--- src/hw/skid_buffer.sv ---
// skid_buffer: two-entry register FIFO with a registered ready toward the producer
`default_nettype none

module skid_buffer #(
    parameter int WIDTH = 32
) (
    input  wire              clk,
    input  wire              reset,
    input  wire              valid_in,
    output logic             ready_in,
    input  wire [WIDTH-1:0]  data_in,
    output logic             valid_out,
    output logic [WIDTH-1:0] data_out,
    input  wire              ready_out
);
    logic [WIDTH-1:0] mem [0:1];
    logic [1:0]       count, count_next;
    logic             wr_ptr, rd_ptr;
    logic             push, pop;

    assign push       = valid_in & ready_in;
    assign pop        = valid_out & ready_out;
    assign count_next = count + {1'b0, push} - {1'b0, pop};

    always_ff @(posedge clk) begin
        if (reset) begin
            count    <= 2'd0;
            wr_ptr   <= 1'b0;
            rd_ptr   <= 1'b0;
            ready_in <= 1'b0;
        end else begin
            count    <= count_next;
            // ready is a flop so the producer never sees ready_out combinationally
            ready_in <= (count_next != 2'd2);
            if (push) wr_ptr <= ~wr_ptr;
            if (pop)  rd_ptr <= ~rd_ptr;
        end
    end

    always_ff @(posedge clk) begin
        if (push) begin
            mem[wr_ptr] <= data_in;
        end
    end

    assign valid_out = (count != 2'd0);
    assign data_out  = mem[rd_ptr];

endmodule

`default_nettype wire

--- config.mk ---
export PLATFORM = sky130hd
export DESIGN_NAME = skid_buffer
export DESIGN_NICKNAME = d
export VERILOG_FILES = /design/src/hw/skid_buffer.sv
export SDC_FILE = /design/constraint.sdc
export NUM_CORES = 1
export LEC_CHECK = 0
export BUFFER_PORTS_ARGS = -buffer_cell sky130_fd_sc_hd__buf_2
export CORE_AREA = 2 2 86 96
export CTS_CLUSTER_DIAMETER = 50
export DETAILED_ROUTE_END_ITERATION = 16
export DIE_AREA = 0 0 88 98
export PLACE_DENSITY = 0.55
export SYNTH_ARGS = -nofsm -noshare
export SYNTH_HDL_FRONTEND = slang
export SYNTH_SLANG_ARGS = --single-unit
export TNS_END_PERCENT = 1
--- constraint.sdc ---
create_clock -name clk -period 7.4 [get_ports clk]
set_clock_uncertainty 0.15 [all_clocks]
set_input_delay 1.11 -clock clk [delete_from_list [all_inputs] [get_ports clk]]
set_output_delay 1.11 -clock clk [all_outputs]
set_load 0.1 [all_outputs]
==> reports/summary.txt <==
Synthesized area per cell = 19.99 um2
Normalized max-slew margin = 0.3408
CP endpoint kind = output pin
Vias in the first global route = 1,453
CTS Buf Count = 9
Final wirelength = 4500 um
Die width = 88 um
RSZ-0062 raised after global routing = false
Post-layout instance area = 3253 um2
Post-Place Cells = 306
Synth Register Bits = 70
Fraction of layout cells with a size suffix above 1 = 0.5514
Crit path kind = reg2out
GRT Total Usage = 0.1110
Core Area = 7700 um2
ANT nets after route = 0
Gr ovfl total = 0
Maximum clock frequency = 332.4 MHz
Main combinational cell family by area after synthesis = multiplexers
Mux cell area share after synthesis = 0.1457
Pre-antenna DRT Iters = 3
Synth top area cells = edfxtp_1, mux2_2, dfxtp_1, mux2_1, xor2_1
Vias = 1,398
CTS Sinks = 70
CTS Buffer Depth = 2
Fin crit period = 3.008 ns
Synthesized-area fraction occupied by adder cells = 0.004778
H-Tree Depth = 3
CP startpoint kind = flop
Syn nets = 168
Post-synth top area share = 0.7339
CTS root buffer = clkbuf_8
Placed Area = 3095 um2
Hold Startpoint = rd_ptr
Slowest-stage cell, CP = mux2_2
# DRC = 0
WP buf/inv = 2
Syn Inst Count = 131
Yosys top cell by area = edfxtp_1
Total count of hold-check failures in the final report = 0
Hold WC Path Type = reg2reg
Status = finished, final reports clean
CP delay by family, top = buffers and inverters
First-pass GRT wire length = 6906 um
CP peak stage delay = 0.40 ns
Clock Pin Slew Worst Setup and Hold Paths = 0.06 ns
Largest net degree at the start of global routing = 33
Starting density of the core = 0.3401
Crit-path cells = buf_4 > mux2_2 > buf_2
Sum of negative setup slack = 0 ns
Resized cells post-CTS = 0
Seq/Total Area, Yosys = 0.7797
Synth warnings = 0
Least-Margin Pin Slew = 0.9864 ns
Fin cells = 322
Maximum VDD drop = 0.2688 mV
Setup Buffers After CTS = 0
Final net count = 246
Die Area = 8624 um2
GPL Wtd Cong = 0.6333
Leakage power = 1.199 nW
Final-report setup violation count = 0
Antenna cells = 0
Simple-Gate Fraction of Synth Area = 0.03201
Max FO, Critical Path = 32
CP arrival = 1.75 ns
Period utilisation layout = 0.4065
Slew Limit Fails = 0
Xor-xnor portion of the synthesized cell area = 0.01003
Port Buf Inserts = 69
Reg-to-reg startpoint = ready_in
Power Dens Cells = 418.5 nW/um2
Vias per std cell = 4.342
Max-Cap Viols = 0
Post-synthesis compound-gate area fraction = 0.01768
WP data required = 6.14 ns
Distinct cell type count after synthesis = 21
DRT iter0 DRCs = 42
Clock Latency Late Sink = 0.33 ns
DP HPWL = 2797 um
Netlist Area Pre-Place = 2619 um2
Area delta synth->final = 24.22%
Row count = 34
Routed wire per std cell = 13.98 um
Power Total = 1.362 mW
I/O Pins = 70
Hold Buf Count CTS = 0
CTS tree = done
Die H = 98 um
Initial antenna violation count = 0
[cell usage in the layout, fill, tap and decap left out]
| master | n |
|---|---|
| buf_2 | 69 |
| nor2_4 | 1 |
| clkbuf_1 | 2 |
| clkinvlp_4 | 1 |
| edfxtp_1 | 64 |
| mux2_2 | 30 |
| nand2_1 | 1 |
| clkinv_1 | 1 |
| a21boi_4 | 1 |
| xor2_1 | 3 |
| buf_4 | 2 |
| nor2b_1 | 3 |
| nand2b_1 | 2 |
| dfxtp_1 | 6 |
| a211oi_1 | 1 |
| mux2i_1 | 1 |
| mux2_1 | 3 |
| o21ai_0 | 1 |
| a2111oi_2 | 1 |
| nor4bb_1 | 1 |
| clkinv_2 | 3 |
| ha_1 | 1 |
| or2_2 | 1 |
| and3_1 | 1 |
| clkbuf_8 | 9 |
| nor3b_1 | 1 |
| nor2_1 | 4 |
[logic make-up (layout without fill, tap and decap cells)]
logic type / count (synthesis) / in the layout
and+or+nand+nor: 15 / 15
xor gates and xnor gates: 3 / 3
buffers and inverters: 4 / 87
DFF: 70 / 70
AOI/OAI and AO/OA: 4 / 4
adders and majority gates: 1 / 1
muxes: 34 / 34
[worst reg2reg max path, cell delays in order (launching register included)]
cell,delay (ns)
dfxtp_1,0.41
nand2_1,0.17
nor2_4,0.78
[through the flow]
stage | utilization | hold slack, ns | setup slack [ns]
3_5_place_dp | 0.4020 | 0.3501 | 4.646
2_1_floorplan | - | 0.3225 | 4.147
5_1_grt | 0.4225 | 0.3803 | 4.295
6_report | 0.4225 | 0.3703 | 4.392
3_3_place_gp | 0.4020 | 0.3380 | 4.674
4_1_cts | 0.4225 | 0.3728 | 4.359
[flip-flops by register name, summed over array words and instances (netlist names), named ones only]
signal and count:
rd_ptr 1, ready_in 1, wr_ptr 1, mem 64, count 2
[synthesized netlist by cell type]
| master | n |
|---|---|
| a21boi_4 | 1 |
| xor2_1 | 3 |
| nor2b_1 | 3 |
| or2_2 | 1 |
| nand2b_1 | 2 |
| mux2i_1 | 1 |
| nor4bb_1 | 1 |
| nor2_1 | 5 |
| edfxtp_1 | 64 |
| dfxtp_1 | 6 |
| clkbuf_1 | 1 |
| and3_1 | 1 |
| o21ai_0 | 1 |
| nor3b_1 | 1 |
| mux2_2 | 30 |
| mux2_1 | 3 |
| a2111oi_2 | 1 |
| nand2_1 | 1 |
| buf_4 | 3 |
| ha_1 | 1 |
| a211oi_1 | 1 |
[area by class of cell]
class	instances	area (um2)
Clock buffer	11	131.4
Clock inverter	5	26.28
Fill cell	713	4447
Multi-Input combinational cell	57	558.0
Sequential cell	70	2042
Tap cell	108	135.1
Timing Repair Buffer	71	360.3
[report_power, final]
part / internal, mW / total [mW] / switching, mW
Sequential: 0.479 / 0.494 / 0.0149
Combinational: 0.120 / 0.617 / 0.497
Clock: 0.119 / 0.250 / 0.132
Total: 0.718 / 1.36 / 0.644
[path summary, 6_finish.rpt]
path	cells after the start	to	slack [ns]
max	3	data_out[9]	4.39
max reg2reg	2	mem[0][13]	5.50
min reg2reg	2	rd_ptr	0.37
min	2	rd_ptr	0.37
[per-layer routing]
layer,part of all wire,GRT usage
met4,0.026,0.06391
met2,0.48,0.1748
met1,0.43,0.1280
met5,0,0
met3,0.066,0.04142
(Power assumes the default switching activity.)
