==> src/hw/fpu_div_pkg.sv <==
// rounding-mode enum, flag layout, PE data widths and divider latency for the divide unit
`default_nettype none

package fpu_div_pkg;

    localparam int FRM_BITS = 3;

    // dynamic rounding modes, encoded as in the instruction frm field
    typedef enum logic [FRM_BITS-1:0] {
        RNE = 3'd0,
        RTZ = 3'd1,
        RDN = 3'd2,
        RUP = 3'd3,
        RMM = 3'd4
    } frm_e;

    // exception flags, NV in the MSB down to NX in the LSB
    localparam int FFLAGS_BITS = 5;
    localparam int FLAG_NV     = 4;
    localparam int FLAG_DZ     = 3;
    localparam int FLAG_OF     = 2;
    localparam int FLAG_UF     = 1;
    localparam int FLAG_NX     = 0;

    // one unpack stage, thirteen radix-4 stages and one round stage
    localparam int LATENCY_FDIV = 15;

    // per lane: {frm, divisor, dividend} into a PE and {flags, quotient} back
    localparam int PE_IN_BITS  = 2 * 32 + FRM_BITS;
    localparam int PE_OUT_BITS = 32 + FFLAGS_BITS;

endpackage

`default_nettype wire

==> src/hw/fdiv_mant_pipe.sv <==
// fdiv_mant_pipe: operand unpack, special-case classification and radix-4 mantissa divider
`default_nettype none

module fdiv_mant_pipe import fpu_div_pkg::*; (
    input  wire                     clk,
    input  wire                     enable,
    input  wire [31:0]              a_in,
    input  wire [31:0]              b_in,
    input  wire frm_e               frm_in,
    output logic                    sign,
    output logic                    special,
    output frm_e                    frm_out,
    output logic signed [9:0]       exp,
    output logic [27:0]             quot,
    output logic [31:0]             special_val,
    output logic [FFLAGS_BITS-1:0]  special_flags
);
    localparam int STAGES = LATENCY_FDIV - 2;
    localparam int QW     = 2 * STAGES + 1;
    localparam logic [31:0] QNAN = 32'h7FC0_0000;

    // two restoring steps, returns {quotient bits, new remainder}
    function automatic logic [25:0] r4_step(input logic [23:0] rem, input logic [23:0] d);
        logic [24:0] r;
        logic [1:0]  q;
        r    = {rem, 1'b0};
        q[1] = (r >= {1'b0, d});
        if (q[1]) r = r - {1'b0, d};
        r    = {r[23:0], 1'b0};
        q[0] = (r >= {1'b0, d});
        if (q[0]) r = r - {1'b0, d};
        return {q, r[23:0]};
    endfunction

    logic [7:0]  ea, eb;
    logic [23:0] ma, mb;
    logic        a_zero, a_inf, a_nan, b_zero, b_inf, b_nan;
    logic        s0_special;
    logic [31:0] s0_val;
    logic [FFLAGS_BITS-1:0] s0_flags;

    logic                   sign_q  [0:STAGES];
    logic                   spec_q  [0:STAGES];
    frm_e                   frm_q   [0:STAGES];
    logic signed [9:0]      exp_q   [0:STAGES];
    logic [31:0]            val_q   [0:STAGES];
    logic [FFLAGS_BITS-1:0] flags_q [0:STAGES];
    logic [23:0]            rem_q   [0:STAGES];
    logic [QW-1:0]          q_q     [0:STAGES];
    logic [23:0]            div_q   [0:STAGES-1];
    logic [25:0]            step    [1:STAGES];

    // subnormals count as zero, so only the exponent field decides zero
    always_comb begin
        ea     = a_in[30:23];
        eb     = b_in[30:23];
        ma     = {1'b1, a_in[22:0]};
        mb     = {1'b1, b_in[22:0]};
        a_zero = (ea == 8'd0);
        b_zero = (eb == 8'd0);
        a_inf  = (ea == 8'hFF) && (a_in[22:0] == 23'd0);
        b_inf  = (eb == 8'hFF) && (b_in[22:0] == 23'd0);
        a_nan  = (ea == 8'hFF) && (a_in[22:0] != 23'd0);
        b_nan  = (eb == 8'hFF) && (b_in[22:0] != 23'd0);

        s0_special = 1'b1;
        s0_val     = QNAN;
        s0_flags   = '0;
        if (a_nan || b_nan) begin
            // only a signalling NaN raises invalid
            s0_flags[FLAG_NV] = (a_nan && !a_in[22]) || (b_nan && !b_in[22]);
        end else if ((a_inf && b_inf) || (a_zero && b_zero)) begin
            s0_flags[FLAG_NV] = 1'b1;
        end else if (a_inf || b_zero) begin
            s0_val            = {a_in[31] ^ b_in[31], 8'hFF, 23'd0};
            s0_flags[FLAG_DZ] = b_zero && !a_inf;
        end else if (a_zero || b_inf) begin
            s0_val = {a_in[31] ^ b_in[31], 31'd0};
        end else begin
            s0_special = 1'b0;
        end
    end

    always_comb begin
        for (int k = 1; k <= STAGES; k++) begin
            step[k] = r4_step(rem_q[k-1], div_q[k-1]);
        end
    end

    always_ff @(posedge clk) begin
        if (enable) begin
            // stage 0 also resolves the integer quotient bit
            sign_q[0]  <= a_in[31] ^ b_in[31];
            spec_q[0]  <= s0_special;
            frm_q[0]   <= frm_in;
            exp_q[0]   <= $signed({2'b00, ea}) - $signed({2'b00, eb}) + 10'sd127;
            val_q[0]   <= s0_val;
            flags_q[0] <= s0_flags;
            q_q[0]     <= QW'(ma >= mb);
            rem_q[0]   <= (ma >= mb) ? ma - mb : ma;
            div_q[0]   <= mb;
            for (int k = 1; k <= STAGES; k++) begin
                sign_q[k]  <= sign_q[k-1];
                spec_q[k]  <= spec_q[k-1];
                frm_q[k]   <= frm_q[k-1];
                exp_q[k]   <= exp_q[k-1];
                val_q[k]   <= val_q[k-1];
                flags_q[k] <= flags_q[k-1];
                q_q[k]     <= {q_q[k-1][QW-3:0], step[k][25:24]};
                rem_q[k]   <= step[k][23:0];
            end
            for (int k = 1; k < STAGES; k++) begin
                div_q[k] <= div_q[k-1];
            end
        end
    end

    assign sign          = sign_q[STAGES];
    assign special       = spec_q[STAGES];
    assign frm_out       = frm_q[STAGES];
    assign exp           = exp_q[STAGES];
    assign special_val   = val_q[STAGES];
    assign special_flags = flags_q[STAGES];
    // a nonzero final remainder is the sticky bit
    assign quot          = {q_q[STAGES], |rem_q[STAGES]};

endmodule

`default_nettype wire

==> config.mk <==
export PLATFORM = sky130hd
export DESIGN_NAME = fdiv_mant_pipe
export DESIGN_NICKNAME = d
export VERILOG_FILES = /design/src/hw/fpu_div_pkg.sv /design/src/hw/fdiv_mant_pipe.sv
export SDC_FILE = /design/constraint.sdc
export NUM_CORES = 2
export LEC_CHECK = 0
export BUFFER_PORTS_ARGS = -buffer_cell sky130_fd_sc_hd__clkbuf_2
export CAP_MARGIN = 10
export CORE_UTILIZATION = 35
export DETAILED_ROUTE_END_ITERATION = 6
export GPL_TIMING_DRIVEN = 0
export PLACE_DENSITY_LB_ADDON = 0.15
export SLEW_MARGIN = 0
export SYNTH_ARGS = -nofsm -noshare
export SYNTH_HDL_FRONTEND = slang
export SYNTH_SLANG_ARGS = --single-unit
==> constraint.sdc <==
create_clock -name clk -period 5.9 [get_ports clk]
set_clock_uncertainty 0.2 [all_clocks]
set_input_delay 0.295 -clock clk [delete_from_list [all_inputs] [get_ports clk]]
set_output_delay 0.295 -clock clk [all_outputs]
set_load 0.005 [all_outputs]
==> run_results.csv <==
group,metric,value,unit
logic_synthesis,synthXorXnorAreaFrac,6.27,%
routing,routed_wl,200000,µm
routing,drt_pass1_iterations,6,
cells_and_area,fill_cells,19100,
global_routing,grt_util_met1,25.7,%
critical_path,path_class,"reg -> reg",
logic_synthesis,synth_mux_area_share,6.50,%
placed_design,io_buffer_count,123,
cells_and_area,final_cell_mix,"edfxtp_1, a21oi_1, ha_1",
cells_and_area,areaGrowthSynthToFinish,25.1,%
global_routing,met2_usage,28.6,%
logic_synthesis,yosysUniqueCellTypes,105,
global_routing,grt_pass1_wl,297000,µm
floorplan,num_io_pins,149,
global_routing,grt.total_usage,18.1,%
timing,setup_ws,-0.135,ns
clock_network,cts-root-buf,"clkbuf_16",
floorplan,dieArea,209000,µm²
clock_network,clockBufferDepth,3,
timing,setup_viol,30,
run,drv_cap,0,
logic_synthesis,ys_ff_latch,1111,
logic_synthesis,ys.flop_type,"edfxtp_1",
placed_design,post-place-ws,-2.03,ns
timing,fin_crit,6.03,ns
floorplan,die_y,458,µm
cells_and_area,multi_input_area,40400,µm²
timing,finalHoldViolations,0,
critical_path,cp.required,6.24,ns
clock_network,htree_levels,4,
routing,wl_per_cell,19.4,µm
clock_network,tritoncts,"built",
logic_synthesis,synth_cells,6686,
routing,detail-route-antenna-nets,0,
global_routing,grt_overflow,0,
logic_synthesis,synth-edff-count,1111,
logic_synthesis,synthAdderAreaFrac,11.0,%
routing,drt_iter0_markers,4120,
cells_and_area,fin_cells,10300,
global_routing,grt_max_degree,114,
logic_synthesis,synth-simple-area-share,10.3,%
clock_network,cts_sinks,1111,
logic_synthesis,synth_top_family_by_area,"compound AO/OA/AOI/OAI gates",
critical_path,r2r-start,"div_q[0][73]",
global_routing,busiest_layer,"met2",
global_routing,antenna_found_initial,6,
placed_design,dp_cells,9533,
logic_synthesis,avgSynthCellArea,10.9,µm²
critical_path,path_max_fanout,5,
logic_synthesis,async_flop_share,0,%
routing,route.detailed.drc,0,
logic_synthesis,synth_area,72600,µm²
timing,rsz0062_at_grt,"yes",
global_routing,grt_pass1_vias,51600,
clock_network,clk_pin_slew,0.06,ns
routing,dr_total_vias,54200,
placed_design,hpwl,147000,µm
logic_synthesis,yosysWarnings,0,
logic_synthesis,synth_compound_area_share,16.0,%
floorplan,core-area,205000,µm²
placed_design,gp_congestion,0.876,
routing,vias_per_cell,5.28,
floorplan,die_x,458,µm
cells_and_area,drive_above_1_share,25.2,%
clock_network,cts-buffers-inserted,137,
run_status,status,"complete, but fails checks",
hold_path,hp-class,"in -> reg",
hold_path,min-delay-start,"b_in[24]",
critical_path,crit_path_start_kind,"flip-flop",
critical_path,worstSetupStartpoint,"div_q[0][73]",
timing,period_share,102,%
clock_network,clock_latency,0.82,ns
floorplan,rows,166,
global_routing,met3_usage,2.73,%
cells_and_area,final_common_cell,"edfxtp_1",
cells_and_area,seq_area,33400,µm²
timing,max_slew_margin,18.1,%
floorplan,initial_core_util,35.4,%
cells_and_area,nNetsFinal,8172,
logic_synthesis,ys_seq_area_share,45.9,%
critical_path,arrival,6.37,ns
timing,slew_violations,0,
critical_path,critPathCaptureType,"flip-flop",
run_status,failed_checks,"setup timing",
timing,worst_pin_slew,1.22,ns
timing,fmax,0.166,GHz
-- worst paths after layout --
kind              endpoint  slack (ns)  cells after the start
max reg2reg  rem_q[0][105]       -0.13                     25
min reg2reg   exp_q[0][49]        0.20                      0
max          rem_q[0][105]       -0.13                     25
min            exp_q[0][2]        0.07                      5
-- kinds of logic after synthesis --
family / Yosys count
AO/OA/AOI/OAI: 1809
AND/OR/NAND/NOR: 1527
flip-flops: 1111
buffers and inverters: 666
adder cells (fa/ha/maj): 632
XOR/XNOR: 518
multiplexers: 422
other: 1
-- state kept, by name, indices dropped and copies added, names as in the netlist --
name and cells:
frm_q 42, q_q 196, sign_q 14, exp_q 140, flags_q 28, rem_q 336
spec_q 14, val_q 42, div_q 299
-- final cells by class --
cell class	count	share of cell area, %
inverters	479	2.00
flip-flops and latches	1111	36.7
clock inverters	85	1.27
diodes	1	0.00275
multi-input cells	4934	44.5
well taps	2688	3.70
clock buffers	166	3.89
plain buffers	165	1.84
repair buffers	643	6.10
-- through the flow --
| stage | setup TNS (ns) | cell area (µm²) | hold WS, ns | util, % |
|---|---|---|---|---|
| detailed placement | -464.46 | 77100 | 0.205 | 37.5 |
| global route | -15.29 | 90800 | 0.0464 | 44.2 |
| CTS | -0.517 | 86400 | 0.00387 | 42.1 |
| global placement | - | 76700 | 0.200 | 37.3 |
| finish | -1.43 | 90800 | 0.0715 | 44.2 |
| floorplan | 0 | 72700 | 0.194 | - |
-- critical path, cell delays in order (launching register included) --
cell and delay, ns:
edfxtp_1 0.43, inv_2 0.11, ha_4 0.20, nor2b_4 0.12, o31a_1 0.28, o41a_1 0.41
a311o_2 0.45, o21ai_4 0.20, a32oi_4 0.17, buf_4 0.19, buf_6 0.13, mux2_2 0.30
ha_1 0.34, o21a_1 0.14, nor2_2 0.13, a31oi_4 0.06, a31oi_4 0.19, o21ai_2 0.09
o31a_1 0.30, a221oi_2 0.28, o31a_1 0.20, o21a_1 0.13, buf_6 0.15, buf_12 0.11
buf_8 0.12, mux2_4 0.31
-- per-layer routing --
metal	share of wire, %	up-vias
li1	-	26500
met1	48	26400
met2	46	1130
met3	4.7	244
met4	2.1	2
met5	0.0045	-
-- synthesized netlist by cell type, types with 82 or more instances --
library cell | instances | area share, %
o21a_1 | 122 | 1.3
edfxtp_1 | 1111 | 46
nor3_1 | 89 | 0.61
a21o_1 | 244 | 2.5
mux2_2 | 374 | 5.8
nand2_1 | 363 | 1.9
nor2b_1 | 82 | 0.71
xor2_1 | 166 | 2.0
a21oi_1 | 582 | 4.0
o21ai_0 | 337 | 2.3
nand3_1 | 101 | 0.70
nand2b_1 | 95 | 0.82
nor2_1 | 439 | 2.3
xnor2_1 | 351 | 4.2
ha_1 | 617 | 11
inv_1 | 476 | 2.5
-- repair_timing --
| item | in CTS | in global routing |
|---|---|---|
| hold buffers | 103 | 0 |
| pin swaps | 102 | 211 |
| gates resized for setup | 492 | 554 |
| hold endpoints to repair | 108 | 0 |
| gates cloned | 7 | 15 |
| setup endpoints to repair | 325 | 310 |
| setup buffers | 163 | 226 |
Power is not shown: default switching activity piles up to over one toggle a cycle in this logic, so the estimate is an artifact.
