[src/hw/fpu_div_pkg.sv]
// rounding-mode enum, flag layout, PE data widths and divider latency for the divide unit
`default_nettype none

package fpu_div_pkg;

    localparam int FRM_BITS = 3;

    // dynamic rounding modes, encoded as in the instruction frm field
    typedef enum logic [FRM_BITS-1:0] {
        RNE = 3'd0,
        RTZ = 3'd1,
        RDN = 3'd2,
        RUP = 3'd3,
        RMM = 3'd4
    } frm_e;

    // exception flags, NV in the MSB down to NX in the LSB
    localparam int FFLAGS_BITS = 5;
    localparam int FLAG_NV     = 4;
    localparam int FLAG_DZ     = 3;
    localparam int FLAG_OF     = 2;
    localparam int FLAG_UF     = 1;
    localparam int FLAG_NX     = 0;

    // one unpack stage, thirteen radix-4 stages and one round stage
    localparam int LATENCY_FDIV = 15;

    // per lane: {frm, divisor, dividend} into a PE and {flags, quotient} back
    localparam int PE_IN_BITS  = 2 * 32 + FRM_BITS;
    localparam int PE_OUT_BITS = 32 + FFLAGS_BITS;

endpackage

`default_nettype wire

[src/hw/pe_serializer.sv]
// lane serializer with batching onto the PEs, in-flight tracking, result reassembly and stall
`default_nettype none

module pe_serializer import fpu_div_pkg::*; #(
    parameter int NUM_LANES = 4,
    parameter int NUM_PES   = 2,
    parameter int TAG_WIDTH = 4
) (
    input  wire                                       clk,
    input  wire                                       reset,
    input  wire                                       valid_in,
    output logic                                      ready_in,
    input  wire [NUM_LANES-1:0][PE_IN_BITS-1:0]       data_in,
    input  wire [NUM_LANES+TAG_WIDTH-1:0]             tag_in,
    output logic                                      pe_enable,
    output logic [NUM_PES-1:0][PE_IN_BITS-1:0]        pe_data_out,
    input  wire [NUM_PES-1:0][PE_OUT_BITS-1:0]        pe_data_in,
    output logic                                      valid_out,
    output logic [NUM_LANES-1:0][PE_OUT_BITS-1:0]     data_out,
    output logic [NUM_LANES+TAG_WIDTH-1:0]            tag_out,
    input  wire                                       ready_out
);
    localparam int BATCHES = NUM_LANES / NUM_PES;
    localparam int BW      = (BATCHES > 1) ? $clog2(BATCHES) : 1;
    localparam int TW      = NUM_LANES + TAG_WIDTH;
    localparam int TAIL    = LATENCY_FDIV - 1;

    logic [BW-1:0] batch_cnt;
    logic          last_batch;
    logic          issue;

    // in-flight record for every issued batch that moves in step with the PE pipeline
    logic [LATENCY_FDIV-1:0] sr_valid;
    logic [LATENCY_FDIV-1:0] sr_last;
    logic [BW-1:0]           sr_batch [LATENCY_FDIV];
    logic [TW-1:0]           sr_tag   [LATENCY_FDIV];

    // the whole pipeline only moves when the output side can take an entry
    assign pe_enable  = ready_out;
    assign last_batch = (batch_cnt == BW'(BATCHES - 1));
    assign ready_in   = pe_enable & last_batch;
    assign issue      = valid_in & pe_enable;

    always_comb begin
        for (int i = 0; i < NUM_PES; i++) begin
            pe_data_out[i] = data_in[batch_cnt * NUM_PES + i];
        end
    end

    always_ff @(posedge clk) begin
        if (reset) begin
            batch_cnt <= '0;
        end else if (issue) begin
            batch_cnt <= last_batch ? '0 : batch_cnt + 1'b1;
        end
    end

    always_ff @(posedge clk) begin
        if (reset) begin
            sr_valid <= '0;
            sr_last  <= '0;
        end else if (pe_enable) begin
            sr_valid <= {sr_valid[LATENCY_FDIV-2:0], issue};
            sr_last  <= {sr_last[LATENCY_FDIV-2:0], issue & last_batch};
        end
    end

    always_ff @(posedge clk) begin
        if (pe_enable) begin
            sr_batch[0] <= batch_cnt;
            sr_tag[0]   <= tag_in;
            for (int k = 1; k < LATENCY_FDIV; k++) begin
                sr_batch[k] <= sr_batch[k-1];
                sr_tag[k]   <= sr_tag[k-1];
            end
        end
    end

    // returning slices land in their lanes of the collection register
    // and a write here only happens on an edge where the previous vector is consumed
    always_ff @(posedge clk) begin
        if (pe_enable && sr_valid[TAIL]) begin
            for (int i = 0; i < NUM_PES; i++) begin
                data_out[sr_batch[TAIL] * NUM_PES + i] <= pe_data_in[i];
            end
        end
        if (pe_enable && sr_last[TAIL]) begin
            tag_out <= sr_tag[TAIL];
        end
    end

    always_ff @(posedge clk) begin
        if (reset) begin
            valid_out <= 1'b0;
        end else if (pe_enable) begin
            valid_out <= sr_last[TAIL];
        end
    end

endmodule

`default_nettype wire

[config.mk]
export PLATFORM = sky130hd
export DESIGN_NAME = pe_serializer
export DESIGN_NICKNAME = d
export VERILOG_FILES = /design/src/hw/fpu_div_pkg.sv /design/src/hw/pe_serializer.sv
export SDC_FILE = /design/constraint.sdc
export NUM_CORES = 1
export LEC_CHECK = 0
export ABC_AREA = 1
export ABC_CLOCK_PERIOD_IN_PS = 8600
export BUFFER_PORTS_ARGS = -buffer_cell sky130_fd_sc_hd__buf_2
export CAP_MARGIN = 20
export CORE_AREA = 2 2 251 253
export CTS_CLUSTER_DIAMETER = 100
export DETAILED_ROUTE_END_ITERATION = 8
export DIE_AREA = 0 0 253 255
export MAX_ROUTING_LAYER = met4
export PLACE_DENSITY = 0.5
export RECOVER_POWER = 50
export SETUP_SLACK_MARGIN = 0.5
export SLEW_MARGIN = 25
export SYNTH_ARGS = -nofsm -noshare
export SYNTH_HDL_FRONTEND = slang
export SYNTH_SLANG_ARGS = --single-unit
export TNS_END_PERCENT = 20
[constraint.sdc]
create_clock -name clk -period 8.6 [get_ports clk]
set_input_delay 0 -clock clk [delete_from_list [all_inputs] [get_ports clk]]
set_output_delay 0 -clock clk [all_outputs]
set_load 0.01 [all_outputs]
==> impl_metrics.csv, run 1 <==
group,metric,value,unit
outcome,status,"finished, violations left",
outcome,violations,"max-capacitance violations, max-slew violations",
routing,vias,9895,
sta,finalSetupTns,0,ns
power,power_frac_comb,11.2,%
setup_path,crit_fanout,68,
setup_path,r2r_slack,4.93,ns
routing,wl_per_cell,18.6,µm
yosys,synth_fa_ha_area_share,0,%
sta,skew,0.0192,ns
yosys,ys_warn_count,0,
clock_network,cts_root_buf,"clkbuf_16",
power,ir_drop,0.123,mV
floorplan,io_pins,647,
setup_path,worstPathArrival,3.82,ns
clock_network,post_cts_buffers,0,
grt,grt_max_degree,121,
power,power.total,3.71,mW
setup_path,regToRegEndpoint,"data_out[82]$_DFFE_PP_",
yosys,ys_ff_latch,323,
routing,wirelength,48.2,mm
floorplan,core.rowCount,92,
clock_network,cts-buffers-inserted,36,
setup_path,worstSetupEndpointType,"flop",
clock_network,clockBufferDepth,3,
yosys,synth_cells,1027,
sta,final_hold_viol_count,0,
sta,setup_viol,0,
grt,grt_pass1_wl,64.4,mm
layout,n_fill_cell,6599,
power,p_seq_share,48.5,%
floorplan,dieArea,64500,µm²
hold_path,worstHoldEndpoint,"sr_tag[12][4]$_DFFE_PP_",
layout,utilization,29.3,%
layout,areaGrowthSynthToFinish,47.2,%
clock_network,clk_latency,0.54,ns
sta,rsz0062_at_grt,"false",
yosys,syn_area_per_cell,12.0,µm²
yosys,synth_compound_gate_area_share,6.72,%
hold_path,hold_depth,1,
run,max_cap_viol_count,1,
floorplan,start_util,19.9,%
layout,final_layout_size_suffix_gt1_share,29.1,%
clock_network,cts_hold_buffers,85,
sta,slew_viol_final,46,
routing,initialDrtViolationCount,597,
hold_path,min_from,"ready_out",
setup_path,rr_startpoint,"sr_batch[1][6]$_DFFE_PP_",
placement,port_buffers,646,
layout,nets,2110,
yosys,ys_types,17,
placement,gp_congestion,0.982,
sta,period_share,42.7,%
routing,vias_per_cell,3.82,
grt,gr-usage-all-layers,14.5,%
floorplan,die_h,255,µm
sta,tightest_slew,2.11,ns
routing,drc_errors,0,
yosys,netlist_area,12400,µm²
clock_network,path_clk_slew,0.06,ns
power,p_leak,7.89,nW
grt,grt.overflow.total,0,
setup_path,r2r_cells,4,
clock_network,cts_sinks,323,
clock_network,cts_tree,"built",
yosys,synth_top_family_by_area,"buffers and inverters",
grt,grt_pass1_vias,9619,
routing,dr.pass1.iters,5,
setup_path,start_kind,"flop",
yosys,synth-seq-area-share,75.9,%
setup_path,critPathRequiredTime,8.74,ns
floorplan,die_w,253,µm
yosys,yosys.area_share.simple,8.40,%
clock_network,h-tree-depth,2,
grt,antenna_found_initial,10,
power,p_per_area,204,nW/µm²
hold_path,min_path_type,"input port to flop",
clock_network,cts.repair.resized,0,
sta,relSlewSlack,-40.4,%
setup_path,critPathKind,"flop to flop",
routing,ant_nets,0,
yosys,synth_mux_area_share,0,%
power,p_sw,0.886,mW
yosys,synth_xor_area_share,0,%
placement,dpl_cell_area,16400,µm²
power,internal_power,2.83,mW
floorplan,core-area,62200,µm²
sta,min_period,3.67,ns
placement,dpl.hpwl,38.8,mm
yosys,syn_nets,1381,
power,clkPwrFrac,40.4,%
sta,max_freq,272,MHz
layout,stdcell_area,18200,µm²
power,p_sw_share,23.9,%
-- registers in the layout, summed over array words and instances (netlist names) --
name       cells
data_out     148
sr_tag       120
sr_valid      15
sr_last       15
batch_cnt      1
tag_out        8
valid_out      1
sr_batch      15
-- worst max-delay path by stage --
stage                                        start                     end  cells past startpoint  slack (ns)
after floorplan           sr_batch[1][6]$_DFFE_PP_   data_out[0]$_DFFE_PP_                      3        4.24
after global placement      batch_cnt$_SDFFE_PP0P_         pe_data_out[21]                      3        6.09
after detailed placement    batch_cnt$_SDFFE_PP0P_         pe_data_out[21]                      3        6.02
after CTS                   batch_cnt$_SDFFE_PP0P_         pe_data_out[21]                      3        5.43
after global routing      sr_batch[1][6]$_DFFE_PP_  data_out[82]$_DFFE_PP_                      4        4.44
final                     sr_batch[1][6]$_DFFE_PP_  data_out[82]$_DFFE_PP_                      4        4.93
-- placed cells by master (no fill, tap or decap), drive strengths merged --
master,n
buf,464
edfxtp,291
clkbuf,236
inv,216
nand2,179
o21ai,162
nor2,96
dlygate4sd3,85
dfxtp,32
clkinv,10
diode,7
a21oi,4
bufinv,3
clkinvlp,2
nand3,1
-- metrics by stage --
step / instances / hold slack [ns] / worst slack, ns
global placement: 2431 / 0.177 / 6.09
floorplan: 1027 / 0.0691 / 4.24
finish: 2587 / 0.0245 / 4.93
detailed placement: 2431 / 0.178 / 6.02
CTS: 2579 / 0.0125 / 5.43
global route: 2587 / 0.0375 / 4.44
-- cell type report --
type | instances | area (µm²) | share of cell area, %
diodes | 7 | 17.5 | 0.0963
clock buffers | 45 | 955 | 5.25
clock inverters | 18 | 209 | 1.15
inverters | 213 | 800 | 4.40
multi-input cells | 442 | 1880 | 10.4
flip-flops and latches | 323 | 9380 | 51.6
well taps | 799 | 1000 | 5.50
repair buffers | 740 | 3940 | 21.6
-- synthesized netlist by cell type, drive strengths merged --
cell,instances,share of area [%]
nand3,1,0.040
o21ai,162,6.6
clkbuf,18,0.59
dfxtp,32,5.2
edfxtp,291,71
inv,213,6.5
a21oi,4,0.16
nand2,179,5.4
buf,31,1.9
nor2,96,2.9
-- kinds of logic after synthesis --
family / Yosys count
compound gates: 166
flops: 323
simple gates: 276
buf+inv: 262
-- power by group through the flow --
| stage | Combinational (mW) | Sequential, mW | Clock [mW] |
|---|---|---|---|
| detailed placement | 0.398 | 1.83 | 0 |
| CTS | 0.431 | 1.80 | 1.55 |
| finish | 0.414 | 1.80 | 1.50 |
| floorplan | 0.144 | 1.83 | 0 |
| global placement | 0.395 | 1.83 | 0 |
| global route | 0.453 | 1.80 | 1.62 |
-- metal layers --
layer	vias up	GRT usage, %	part of all wire [%]
li1	4792	-	-
met1	4555	13.8	35
met2	489	27.5	54
met3	59	3.46	7.5
met4	0	6.58	4.2
met5	-	-	0
-- worst max-delay path: stages (launching register included) --
cell and delay [ns]:
edfxtp_1 0.31, clkbuf_1 1.49, inv_1 0.32, nor2_4 0.33, buf_4 0.73
Power figures use the tool's default switching activity.
==> run 2, diff against run 1 <==
Settings changed: ABC_CLOCK_PERIOD_IN_PS 8600 to 3470, CORE_AREA 2 2 251 253 to 2 2 254 256, DIE_AREA 0 0 253 255 to 0 0 256 258, PLACE_DENSITY 0.5 to 0.49.
Clock period 8.6 ns to 3.47 ns, I/O delays scaled along.
==> run 2 against run 1 <==
Against the previous run:
- the run ends with max-slew violations left
- clock-buffer cell count decreased by 1
- non-clock buffer count increased by 4
- routed wire length decreased by 3.2%
- sequential share of layout area decreased by 0.23 points
- setup slack got worse by 3.9 ns
- clock skew decreased by 0.0032 ns
- global-route usage decreased by 0.49 points
- combinational power increased to 2.5 times the previous value
- final cell count increased by 2.5%
- register-to-register slack got worse by 3.1 ns
- via count decreased by 0.35%
- critical endpoint is now pe_data_out[57]
- largest cell class unchanged
==> impl_metrics.csv, run 2 (same netlist as run 1, synthesis figures left out) <==
group,metric,value,unit
layout,multi_input_area,1880,µm²
outcome,status,"finished, violations left",
placement,dpl_cell_area,16500,µm²
clock_network,post_cts_buffers,0,
layout,final_layout_size_suffix_gt1_share,29.3,%
floorplan,core.rowCount,93,
power,p_per_area,499,nW/µm²
floorplan,die_h,258,µm
grt,grt_pass1_vias,9888,
routing,wl_per_cell,17.6,µm
clock_network,cts_sinks,323,
layout,areaGrowthSynthToFinish,47.8,%
setup_path,critPathRequiredTime,3.47,ns
floorplan,die_w,256,µm
setup_path,worstSetupEndpointType,"output port",
power,p_leak,7.90,nW
placement,place_ws,1.43,ns
clock_network,cts_tree,"built",
power,power.total,9.12,mW
sta,tightest_slew,1.50,ns
routing,vias_per_cell,3.72,
sta,rsz0062_at_grt,"false",
setup_path,worstPathArrival,2.47,ns
grt,gr-usage-all-layers,14.0,%
run,max_cap_viol_count,0,
layout,utilization,28.7,%
sta,period_share,71.2,%
setup_path,startpoint,"batch_cnt$_SDFFE_PP0P_",
sta,relSlewSlack,-0.233,%
routing,drc_errors,0,
clock_network,cts-buffers-inserted,37,
grt,grt_max_degree,116,
sta,setup_viol,0,
hold_path,hold_depth,2,
setup_path,start_kind,"flop",
placement,placed_cells,2491,
placement,port_buffers,646,
layout,nets,2115,
clock_network,clockBufferDepth,3,
routing,initialDrtViolationCount,600,
floorplan,dieArea,66000,µm²
floorplan,io_pins,647,
grt,antenna_found_initial,11,
floorplan,start_util,19.4,%
grt,grt.overflow.total,0,
layout,fin_cells,2652,
routing,vias,9860,
sta,finalSetupTns,0,ns
sta,skew,0.0160,ns
setup_path,critPathKind,"flop to output port",
sta,setup_ws,0.999,ns
sta,min_period,2.47,ns
outcome,violations,"max-slew violations",
placement,dpl.hpwl,37.5,mm
sta,max_freq,405,MHz
layout,final_common_cell,"buf_2",
grt,grt_pass1_wl,65.4,mm
layout,regArea,9380,µm²
clock_network,cts_root_buf,"clkbuf_16",
sta,final_hold_viol_count,0,
power,ir_drop,0.233,mV
sta,hold_slack,0.178,ns
layout,mostFrequentLayoutCells,"buf_2 (454), edfxtp_1 (291), inv_1 (212)",
hold_path,min_path_type,"input port to flop",
setup_path,crit_fanout,65,
setup_path,r2r_cells,3,
floorplan,core-area,63600,µm²
setup_path,rr_startpoint,"sr_valid[14]$_SDFFE_PP0P_",
routing,wirelength,46.6,mm
clock_network,h-tree-depth,2,
clock_network,cts.repair.resized,0,
layout,largest_reg_flops,148,
sta,slew_viol_final,40,
hold_path,min_from,"tag_in[2]",
clock_network,path_clk_slew,0.06,ns
layout,n_fill_cell,6804,
clock_network,clk_latency,0.53,ns
layout,stdcell_area,18300,µm²
routing,dr.pass1.iters,5,
routing,ant_nets,0,
placement,gp_congestion,1.01,
-- run 2: power breakdown --
part           total [mW]  switching (mW)  internal, mW  leakage (nW)
sequential           4.46          0.0544          4.41          3.01
clock                3.61            1.54          2.07         0.543
combinational        1.04           0.638         0.404          4.35
-- run 2: routing by layer --
metal	track usage (%)	routed length, µm	up-vias
li1	-	-	4808
met5	-	0	-
met3	4.23	3670	85
met4	9.34	2880	0
met1	14.1	17000	4443
met2	23.5	23100	524
-- run 2: worst paths after layout --
path                                               end  slack, ns
worst max-delay path                   pe_data_out[57]        1.0
worst min-delay path            sr_tag[0][2]$_DFFE_PP_       0.18
worst max register to register   data_out[7]$_DFFE_PP_       1.87
worst min register to register  sr_tag[2][6]$_DFFE_PP_       0.41
-- run 2: critical path: stages, from the launching register on --
cell     delay (ns)
dfxtp_4        0.50
buf_12         0.30
o21ai_0        0.78
buf_2          0.29
-- run 2: what timing repair did --
action                                  CTS  global route
endpoints found under the setup margin    0             0
hold endpoints to repair                203             0
hold buffers                             86             0
-- run 2: layout make-up --
type                            instances  share of cell area, %
Sequential cell                       323                   51.4
Timing Repair Buffer                  744                   21.8
Multi-Input combinational cell        442                   10.3
Tap cell                              855                   5.86
Clock buffer                           44                   5.21
Inverter                              213                   4.38
Clock inverter                         23                  0.973
Antenna cell                            8                  0.110
