--- src/hw/fpu_div_pkg.sv ---
// rounding-mode enum, flag layout, PE data widths and divider latency for the divide unit
`default_nettype none

package fpu_div_pkg;

    localparam int FRM_BITS = 3;

    // dynamic rounding modes, encoded as in the instruction frm field
    typedef enum logic [FRM_BITS-1:0] {
        RNE = 3'd0,
        RTZ = 3'd1,
        RDN = 3'd2,
        RUP = 3'd3,
        RMM = 3'd4
    } frm_e;

    // exception flags, NV in the MSB down to NX in the LSB
    localparam int FFLAGS_BITS = 5;
    localparam int FLAG_NV     = 4;
    localparam int FLAG_DZ     = 3;
    localparam int FLAG_OF     = 2;
    localparam int FLAG_UF     = 1;
    localparam int FLAG_NX     = 0;

    // one unpack stage, thirteen radix-4 stages and one round stage
    localparam int LATENCY_FDIV = 15;

    // per lane: {frm, divisor, dividend} into a PE and {flags, quotient} back
    localparam int PE_IN_BITS  = 2 * 32 + FRM_BITS;
    localparam int PE_OUT_BITS = 32 + FFLAGS_BITS;

endpackage

`default_nettype wire

--- src/hw/fdiv_round.sv ---
// fdiv_round: quotient normalization, rounding, overflow and underflow handling, packing, flags
`default_nettype none

module fdiv_round import fpu_div_pkg::*; (
    input  wire                     clk,
    input  wire                     enable,
    input  wire                     sign,
    input  wire                     special,
    input  wire signed [9:0]        exp,
    input  wire [27:0]              quot,
    input  wire [31:0]              special_val,
    input  wire [FFLAGS_BITS-1:0]   special_flags,
    input  wire frm_e               frm_in,
    output logic [31:0]             result,
    output logic [FFLAGS_BITS-1:0]  flags
);
    logic [23:0]       mant;
    logic              guard, sticky, inexact, round_up, to_inf;
    logic [24:0]       m_rnd;
    logic signed [9:0] e_norm, e_fin;
    logic [31:0]       res_d;
    logic [FFLAGS_BITS-1:0] flags_d;

    always_comb begin
        // quotient lies in [0.5, 2), so at most one left shift is needed
        if (quot[27]) begin
            mant   = quot[27:4];
            guard  = quot[3];
            sticky = |quot[2:0];
            e_norm = exp;
        end else begin
            mant   = quot[26:3];
            guard  = quot[2];
            sticky = |quot[1:0];
            e_norm = exp - 10'sd1;
        end
        inexact = guard | sticky;

        case (frm_in)
            RTZ:     round_up = 1'b0;
            RDN:     round_up = sign & inexact;
            RUP:     round_up = ~sign & inexact;
            RMM:     round_up = guard;
            default: round_up = guard & (sticky | mant[0]);
        endcase

        // a carry out of the mantissa leaves the fraction at zero
        m_rnd = {1'b0, mant} + 25'(round_up);
        e_fin = e_norm + $signed({9'd0, m_rnd[24]});

        // overflow saturates to the largest finite value when rounding toward zero
        case (frm_in)
            RTZ:     to_inf = 1'b0;
            RDN:     to_inf = sign;
            RUP:     to_inf = ~sign;
            default: to_inf = 1'b1;
        endcase

        flags_d = '0;
        if (special) begin
            res_d   = special_val;
            flags_d = special_flags;
        end else if (e_fin > 10'sd254) begin
            res_d            = to_inf ? {sign, 8'hFF, 23'd0} : {sign, 8'hFE, 23'h7FFFFF};
            flags_d[FLAG_OF] = 1'b1;
            flags_d[FLAG_NX] = 1'b1;
        end else if (e_fin < 10'sd1) begin
            res_d            = {sign, 31'd0};
            flags_d[FLAG_UF] = 1'b1;
            flags_d[FLAG_NX] = 1'b1;
        end else begin
            res_d            = {sign, e_fin[7:0], m_rnd[22:0]};
            flags_d[FLAG_NX] = inexact;
        end
    end

    always_ff @(posedge clk) begin
        if (enable) begin
            result <= res_d;
            flags  <= flags_d;
        end
    end

endmodule

`default_nettype wire

--- config.mk ---
export PLATFORM = sky130hd
export DESIGN_NAME = fdiv_round
export DESIGN_NICKNAME = d
export VERILOG_FILES = /design/src/hw/fpu_div_pkg.sv /design/src/hw/fdiv_round.sv
export SDC_FILE = /design/constraint.sdc
export NUM_CORES = 1
export LEC_CHECK = 0
export BUFFER_PORTS_ARGS = -buffer_cell sky130_fd_sc_hd__buf_2
export CORE_ASPECT_RATIO = 0.75
export CORE_MARGIN = 5
export CORE_UTILIZATION = 35
export DETAILED_ROUTE_END_ITERATION = 12
export MAX_ROUTING_LAYER = met4
export SLEW_MARGIN = 15
export SYNTH_ARGS = -nofsm -noshare
export SYNTH_HDL_FRONTEND = slang
export SYNTH_SLANG_ARGS = --single-unit
--- constraint.sdc ---
create_clock -name clk -period 9.2 [get_ports clk]
set_clock_uncertainty 0.15 [all_clocks]
set_input_delay 0.92 -clock clk [delete_from_list [all_inputs] [get_ports clk]]
set_output_delay 0.92 -clock clk [all_outputs]
set_load 0.01 [all_outputs]
==> results by group, run 1 <==
Outcome
  – Result of the run: complete, no violations

Route
  – Sum of routed wire length over all layers: 10.79 mm
  – Vias: 3428
  – Sum of met2 wire segment lengths after detailed routing: 4.501 mm
  – Wire per inst: 17.24 um
  – Wire length on met1: 5.175 mm
  – Post-DR vias/cell: 5.476
  – Total length of routed met3 wires: 966 um
  – Highest signal layer in the routed design: met4
  – Antenna viol nets, final: 0
  – First-pass DRT Iterations: 5
  – # DRC: 0
  – Initial DRC count: 457

Floorplan
  – Die area: 0.01201 mm2
  – Core area: 0.009658 mm2
  – Placement row count: 31
  – Die width: 124.9 um
  – Effective utilization at floorplan: 35.87%
  – I/O Pins: 119
  – Die Height: 96.17 um

Setup path
  – Endpoint of the worst setup timing path: result[2]$_DFFE_PP_
  – Critical path data arrival time: 6770 ps
  – Classification of the worst setup path: in2reg
  – Critical Path RT: 9010 ps
  – Maximum fanout count along the critical path: 32
  – Startpoint kind of the worst setup timing path: input pin
  – Launching element of the worst setup path: quot[27]
  – Kind of capture point of the worst setup path: register

Yosys
  – Async set-or-reset flop fraction in the synthesized netlist: 0%
  – Post-synth top area share: 32.07%
  – Post-synth EDFFs: 37
  – Cells taking the most area after synthesis: sky130_fd_sc_hd__edfxtp_1 32%, sky130_fd_sc_hd__xnor2_1 6.1%, sky130_fd_sc_hd__xor2_1 5.3%, sky130_fd_sc_hd__nand2_1 5.2%, sky130_fd_sc_hd__o311ai_1 4.8%
  – Portion of the post-synthesis area used by sequential elements: 32.07%
  – Number of synthesized register bits: 37
  – Cell accounting for the most synthesized area: sky130_fd_sc_hd__edfxtp_1
  – Ys flop type: sky130_fd_sc_hd__edfxtp_1
  – Mean post-synth cell area: 8.906 um2
  – Post-synth design cell area: 0.003465 mm2
  – Number of different library cells in the post-synthesis netlist: 63
  – Warnings from Yosys: 0
  – Synthesized netlist net count: 476
  – Post-Synthesis Cells: 389

Clock tree
  – Clock sink total: 37
  – Clock-pin slew reported for the worst setup and hold paths after clock tree synthesis: 50 ps
  – Setup fix buffers added after clock tree synthesis: 0
  – TritonCTS clock tree: built
  – Number of gates resized after CTS: 0
  – Depth of the CTS H-tree: 2
  – Number of hold-repair buffers added at the cts stage: 0
  – Number of CTS-inserted buffers: 5
  – Maximum buffer depth of the clock tree: 2
  – CTS Root Cell: sky130_fd_sc_hd__clkbuf_16

Placed design
  – Routability congestion estimate from global placement: 1.044
  – Number of port buffers: 118
  – Post-Place Cell Area: 0.004119 mm2
  – Final HPWL from detailed placement: 8.612 mm

STA
  – Final Hold Slack: 772.9 ps
  – Relative max-transition margin: 35.44%
  – Final period utilization: 75.61%
  – Achievable Freq: 0.1438 GHz
  – Post-route minimum period: 6956 ps
  – Least-Margin Pin Slew: 965.6 ps
  – # setup viols final: 0
  – Final hold violation count: 0
  – Pins over their slew limit: 0
  – Unrepaired setup endpoints after global routing: false
  – Final-layout setup total negative slack: 0 ps

Global routing
  – Number of antenna violations at the first check in global routing: 0
  – Via count of the first global-routing pass: 3078
  – Global-route wire length before repair: 16.31 mm
  – Total congestion overflow after global routing: 0
  – Largest net degree at the start of global routing: 41
  – Global Route Usage Sum: 17.57%

Final layout
  – Layout Utilization: 44.33%
  – Synthesis-to-finish area growth: 23.58%
  – N_diodes: 0
  – Nets: 580
  – Share of post-route cells with drive strength above 1: 28.95%
  – Most common cell after layout, fill and taps aside: sky130_fd_sc_hd__buf_2
  – Commonest non-fill, non-tap cells in the layout: 118 x sky130_fd_sc_hd__buf_2, 48 x sky130_fd_sc_hd__nand2_1, 37 x sky130_fd_sc_hd__edfxtp_1, 24 x sky130_fd_sc_hd__xnor2_1, 23 x sky130_fd_sc_hd__nor2_1
  – Cell area after layout: 0.004282 mm2

Pwr
  – Standby leakage power: 1.742 nW
  – Total chip power: 533.7 uW
  – Power per cell area: 124.6 mW/mm2
  – Worst ir drop on vdd: 0.00007778 V

Run
  – Maxcap violations: 0

Worst hold path
  – Hold Crit Class: in2reg
[state kept, by name (all words and copies together), names as in the netlist]
name and cells:
result 32, flags 5
[cell families after synthesis]
kind of cell | Yosys count | share of synthesized area, %
DFF | 37 | 32.07
adders and majority gates | 5 | 1.806
buffers and inverters | 33 | 4.334
and+or+nand+nor | 149 | 22.28
AOI/OAI and AO/OA | 98 | 20.80
xor gates and xnor gates | 47 | 12.50
muxes | 20 | 6.212
[power by group]
part	internal (mW)	switching, mW
clock network	0.127	0.0613
registers	0.205	0.00416
logic	0.0551	0.0814
[per-layer routing]
layer,GRT usage [%],up-vias
li1,-,1690
met1,25.73,1559
met2,24.78,164
met3,3.661,15
met4,3.971,0
met5,-,-
[synth_stat cells, drive strengths merged, types with 3 or more instances]
cell and instances:
nand2 48, edfxtp 37, xnor2 24, nor2 23
xor2 22, nand3 21, o311ai 21, a21oi 20
o21ai 15, clkbuf 14, inv 11, mux2i 11
nor3 11, and3 9, mux2 9, nand4 9
buf 8, nand2b 7, nor4 6, a21o 5
ha 5, a21boi 4, o21a 4, a221o 3
nor4b 3, o211ai 3, o221ai 3, o31ai 3
[layout make-up]
class,instances,area (um2)
clock buffers,6,128.9
clock inverters,2,33.78
fillers,968,5376
inverters,11,41.29
multi-input cells,319,2203
flip-flops and latches,37,1111
well taps,132,165.2
repair buffers,119,598.1
[how the worst min path moves through the flow]
stage	startpoint	endpoint	slack, ps	depth (start not counted)
2_1_floorplan	enable	flags[0]$_DFFE_PP_	880	0
3_3_place_gp	special_flags[2]	flags[2]$_DFFE_PP_	1050	2
3_5_place_dp	special_flags[2]	flags[2]$_DFFE_PP_	1050	2
4_1_cts	special_flags[2]	flags[2]$_DFFE_PP_	770	2
5_1_grt	special_flags[4]	flags[4]$_SDFFCE_PN0P_	770	2
6_report	special_flags[2]	flags[2]$_DFFE_PP_	770	2
[per-stage QoR]
stage                     setup slack (ps)  instances
after floorplan                       2428        389
after global placement                2313        618
after detailed placement              1995        618
after CTS                             2283        626
after global routing                  1750        626
final                                 2244        626
[worst max-delay path, stage by stage]
cell and delay, ps:
sky130_fd_sc_hd__buf_2 440, sky130_fd_sc_hd__buf_4 410, sky130_fd_sc_hd__mux2_2 220, sky130_fd_sc_hd__ha_1 180, sky130_fd_sc_hd__ha_1 200, sky130_fd_sc_hd__and3_1 250
sky130_fd_sc_hd__nand4_1 290, sky130_fd_sc_hd__nor4b_1 810, sky130_fd_sc_hd__nand3_1 240, sky130_fd_sc_hd__nor2_1 160, sky130_fd_sc_hd__ha_1 220, sky130_fd_sc_hd__ha_1 270
sky130_fd_sc_hd__nand4_1 160, sky130_fd_sc_hd__nand2b_1 170, sky130_fd_sc_hd__o22ai_1 140, sky130_fd_sc_hd__mux2_2 400, sky130_fd_sc_hd__xor2_2 290, sky130_fd_sc_hd__a2111o_1 680
sky130_fd_sc_hd__o311ai_0 290
Power figures use the tool's default switching activity.
==> inputs of run 2 (changes only) <==
Settings changed: ABC_AREA set to 1.
Clock period 9.2 ns to 7.2 ns, I/O delays scaled along.
==> run 2 against run 1 <==
Effect of this change:
- core utilization grew 0.10 points
- non-clock buffer count stayed put
- wire length fell by 2.7%
- power up 32%
- design area down 0.18%
- via count increased by 4.8%
- critical endpoint is now result[29]$_DFFE_PP_
- largest cell class unchanged
- largest power group unchanged
==> results by group, run 2 <==
Outcome
  – Result of the run: complete, no violations

Worst hold path
  – Destination of the worst hold path: flags[4]$_SDFFCE_PN0P_
  – Hold Path Cell Cnt: 3 (+1)
  – Hold Crit Class: in2reg
  – Hold_sp: special_flags[4]

Clock tree
  – Depth of the CTS H-tree: 2 (unchanged)
  – Number of CTS-inserted buffers: 5 (unchanged)
  – CTS Root Cell: sky130_fd_sc_hd__clkbuf_16
  – Number of hold-repair buffers added at the cts stage: 0 (unchanged)
  – Number of gates resized after CTS: 0 (unchanged)
  – Maximum buffer depth of the clock tree: 2 (unchanged)
  – Clock-pin slew reported for the worst setup and hold paths after clock tree synthesis: 60 ps (about the same)
  – Setup fix buffers added after clock tree synthesis: 0 (unchanged)
  – Clock sink total: 37 (unchanged)
  – TritonCTS clock tree: built

Run
  – Maxcap violations: 0 (unchanged)

STA
  – Achievable Freq: 0.1649 GHz
  – Final hold violation count: 0 (unchanged)
  – Unrepaired setup endpoints after global routing: false
  – Post-route minimum period: 6066 ps
  – Least-Margin Pin Slew: 868.1 ps (-97.50 ps)
  – Final period utilization: 84.24%
  – # setup viols final: 0 (unchanged)
  – Relative max-transition margin: 42.13% (+6.7 points)
  – Pins over their slew limit: 0 (unchanged)
  – Final-layout setup total negative slack: 0 ps (unchanged)

Setup path
  – Startpoint kind of the worst setup timing path: input pin
  – Critical path data arrival time: 5940 ps (-830 ps)
  – CP max stage delay: 560 ps (-250 ps)
  – Classification of the worst setup path: in2reg
  – Maximum fanout count along the critical path: 40 (+25%)
  – Critical Path RT: 7080 ps (-1930 ps)
  – Launching element of the worst setup path: quot[27]
  – Library cell appearing most often on the critical path: sky130_fd_sc_hd__nor2_1
  – Slowest library cell on the worst path: sky130_fd_sc_hd__nand3_1
  – Kind of capture point of the worst setup path: register

Yosys
  – Cells taking the most area after synthesis: sky130_fd_sc_hd__edfxtp_1 32%, sky130_fd_sc_hd__nand2_1 13%, sky130_fd_sc_hd__nor2_1 8.9%, sky130_fd_sc_hd__inv_1 7.7%, sky130_fd_sc_hd__nand4_1 5.3%
  – Commonest cells post-synth: 119 x sky130_fd_sc_hd__nand2_1, 82 x sky130_fd_sc_hd__nor2_1, 71 x sky130_fd_sc_hd__inv_1
  – Ys flop type: sky130_fd_sc_hd__edfxtp_1
  – Post-synth EDFFs: 37 (unchanged)
  – Warnings from Yosys: 0 (unchanged)
  – Most frequent cell after synthesis: sky130_fd_sc_hd__nand2_1
  – Portion of the post-synthesis area used by sequential elements: 32.28% (+0.21 points)
  – Mean post-synth cell area: 6.776 um2 (-24%)
  – Post-Synthesis Cells: 508 (+31%)
  – Number of different library cells in the post-synthesis netlist: 36 (-43%)
  – Cell accounting for the most synthesized area: sky130_fd_sc_hd__edfxtp_1
  – Async set-or-reset flop fraction in the synthesized netlist: 0% (unchanged)
  – Post-synth top area share: 32.28% (+0.21 points)
  – Post-synth design cell area: 0.003442 mm2 (-0.65%)
  – Synthesized netlist net count: 595 (+25%)
  – Number of synthesized register bits: 37 (unchanged)

Pwr
  – Total chip power: 704.1 uW (+32%)
  – Worst ir drop on vdd: 0.0001003 V (+29%)
  – Power per cell area: 164.7 mW/mm2 (+32%)
  – Standby leakage power: 2.034 nW (+17%)

Floorplan
  – Core area: 0.009619 mm2 (-0.40%)
  – Die Height: 95.89 um (-0.29%)
  – I/O Pins: 119 (unchanged)
  – Effective utilization at floorplan: 35.78% (-0.089 points)
  – Die area: 0.01194 mm2 (-0.59%)
  – Die width: 124.5 um (-0.30%)
  – Placement row count: 31 (unchanged)

Route
  – First-pass DRT Iterations: 5 (unchanged)
  – Initial DRC count: 288 (-37%)
  – Sum of routed wire length over all layers: 10.50 mm (-2.7%)
  – Vias: 3594 (+4.8%)
  – Wire per inst: 13.98 um (-19%)
  – Post-DR vias/cell: 4.786 (-13%)
  – Antenna viol nets, final: 0 (unchanged)
  – # DRC: 0 (unchanged)

Final layout
  – Share of post-route cells with drive strength above 1: 27.79% (-1.2 points)
  – N_diodes: 0 (unchanged)
  – Number of standard cells in the final layout excluding fillers: 751 (+20%)
  – Commonest non-fill, non-tap cells in the layout: 119 x sky130_fd_sc_hd__nand2_1, 118 x sky130_fd_sc_hd__buf_2, 82 x sky130_fd_sc_hd__nor2_1, 71 x sky130_fd_sc_hd__inv_1, 37 x sky130_fd_sc_hd__edfxtp_1
  – Max FFs per register: 32 (unchanged)
  – Nets: 705 (+22%)
  – Synthesis-to-finish area growth: 24.17%
  – Top Registers: result: 32 flops, flags: 5 flops
  – Register containing the most flip-flops in the final layout: result
  – Most common cell after layout, fill and taps aside: sky130_fd_sc_hd__nand2_1
  – Filler cell count: 1059 (+9.4%)

Global routing
  – Largest net degree at the start of global routing: 41 (unchanged)
  – Global-route wire length before repair: 17.29 mm (+6.0%)
  – Total congestion overflow after global routing: 0 (unchanged)
  – Global Route Usage Sum: 17.96% (+0.39 points)
  – Via count of the first global-routing pass: 3404 (+11%)
  – Number of antenna violations at the first check in global routing: 0 (unchanged)

Placed design
  – Routability congestion estimate from global placement: 0.8544 (-18%)
  – Placed cell count: 743 (+20%)
  – Final HPWL from detailed placement: 8.764 mm (+1.8%)
  – Number of port buffers: 118 (unchanged)
[run 2: per-stage QoR]
stage / hold WS (ps) / cell area (um2) / worst slack [ps] / utilization (%)
global route: 564.0 / 4274 / 492.0 / 44.43
global placement: 834.3 / 4108 / 1163 / 42.70
CTS: 559.0 / 4274 / 1185 / 44.43
finish: 565.0 / 4274 / 1134 / 44.43
detailed placement: 843.5 / 4108 / 890.2 / 42.70
floorplan: 682.5 / 3442 / 2511 / -
[run 2: final cells by class]
type	count	area (um2)	share of cell area, %
Multi-Input combinational cell	377	1939	45.37
Sequential cell	37	1111	26.00
Timing Repair Buffer	119	598.1	13.99
Inverter	78	294.0	6.879
Tap cell	132	165.2	3.864
Clock buffer	5	125.1	2.927
Clock inverter	3	41.29	0.9660
[run 2: worst max path at each step]
stage | endpoint | slack (ps)
after global placement | result[29]$_DFFE_PP_ | 1160
after global routing | result[29]$_DFFE_PP_ | 490
after CTS | result[29]$_DFFE_PP_ | 1190
final | result[29]$_DFFE_PP_ | 1130
after floorplan | result[29]$_DFFE_PP_ | 2510
after detailed placement | result[29]$_DFFE_PP_ | 890
[run 2: where the power goes]
group          total, mW  switching (mW)  internal [mW]
clock              0.246          0.0837          0.162
combinational      0.189           0.120         0.0687
sequential         0.269         0.00558          0.264
[run 2: critical path: cells and delay by family]
family / cells / cell delay (ps)
buffers and inverters: 5 / 990
AO/OA/AOI/OAI: 3 / 620
AND/OR/NAND/NOR: 18 / 2780
adder cells (fa/ha/maj): 4 / 830
[run 2: routing by layer]
| layer | wire [um] | vias to the layer above | track usage, % | share of wire [%] |
|---|---|---|---|---|
| met2 | 3963 | 116 | 25.36 | 38 |
| met5 | 0 | - | - | 0 |
| met1 | 5884 | 1609 | 27.61 | 56 |
| li1 | - | 1865 | - | - |
| met4 | 54 | 0 | 2.190 | 0.51 |
| met3 | 600 | 4 | 2.607 | 5.7 |
[run 2: cells by family after synthesis]
group / synth area share [%]
buffers and inverters: 11.38
adders and majority gates: 1.818
DFF: 32.28
and+or+nand+nor: 38.17
AOI/OAI and AO/OA: 11.01
xor gates and xnor gates: 5.343
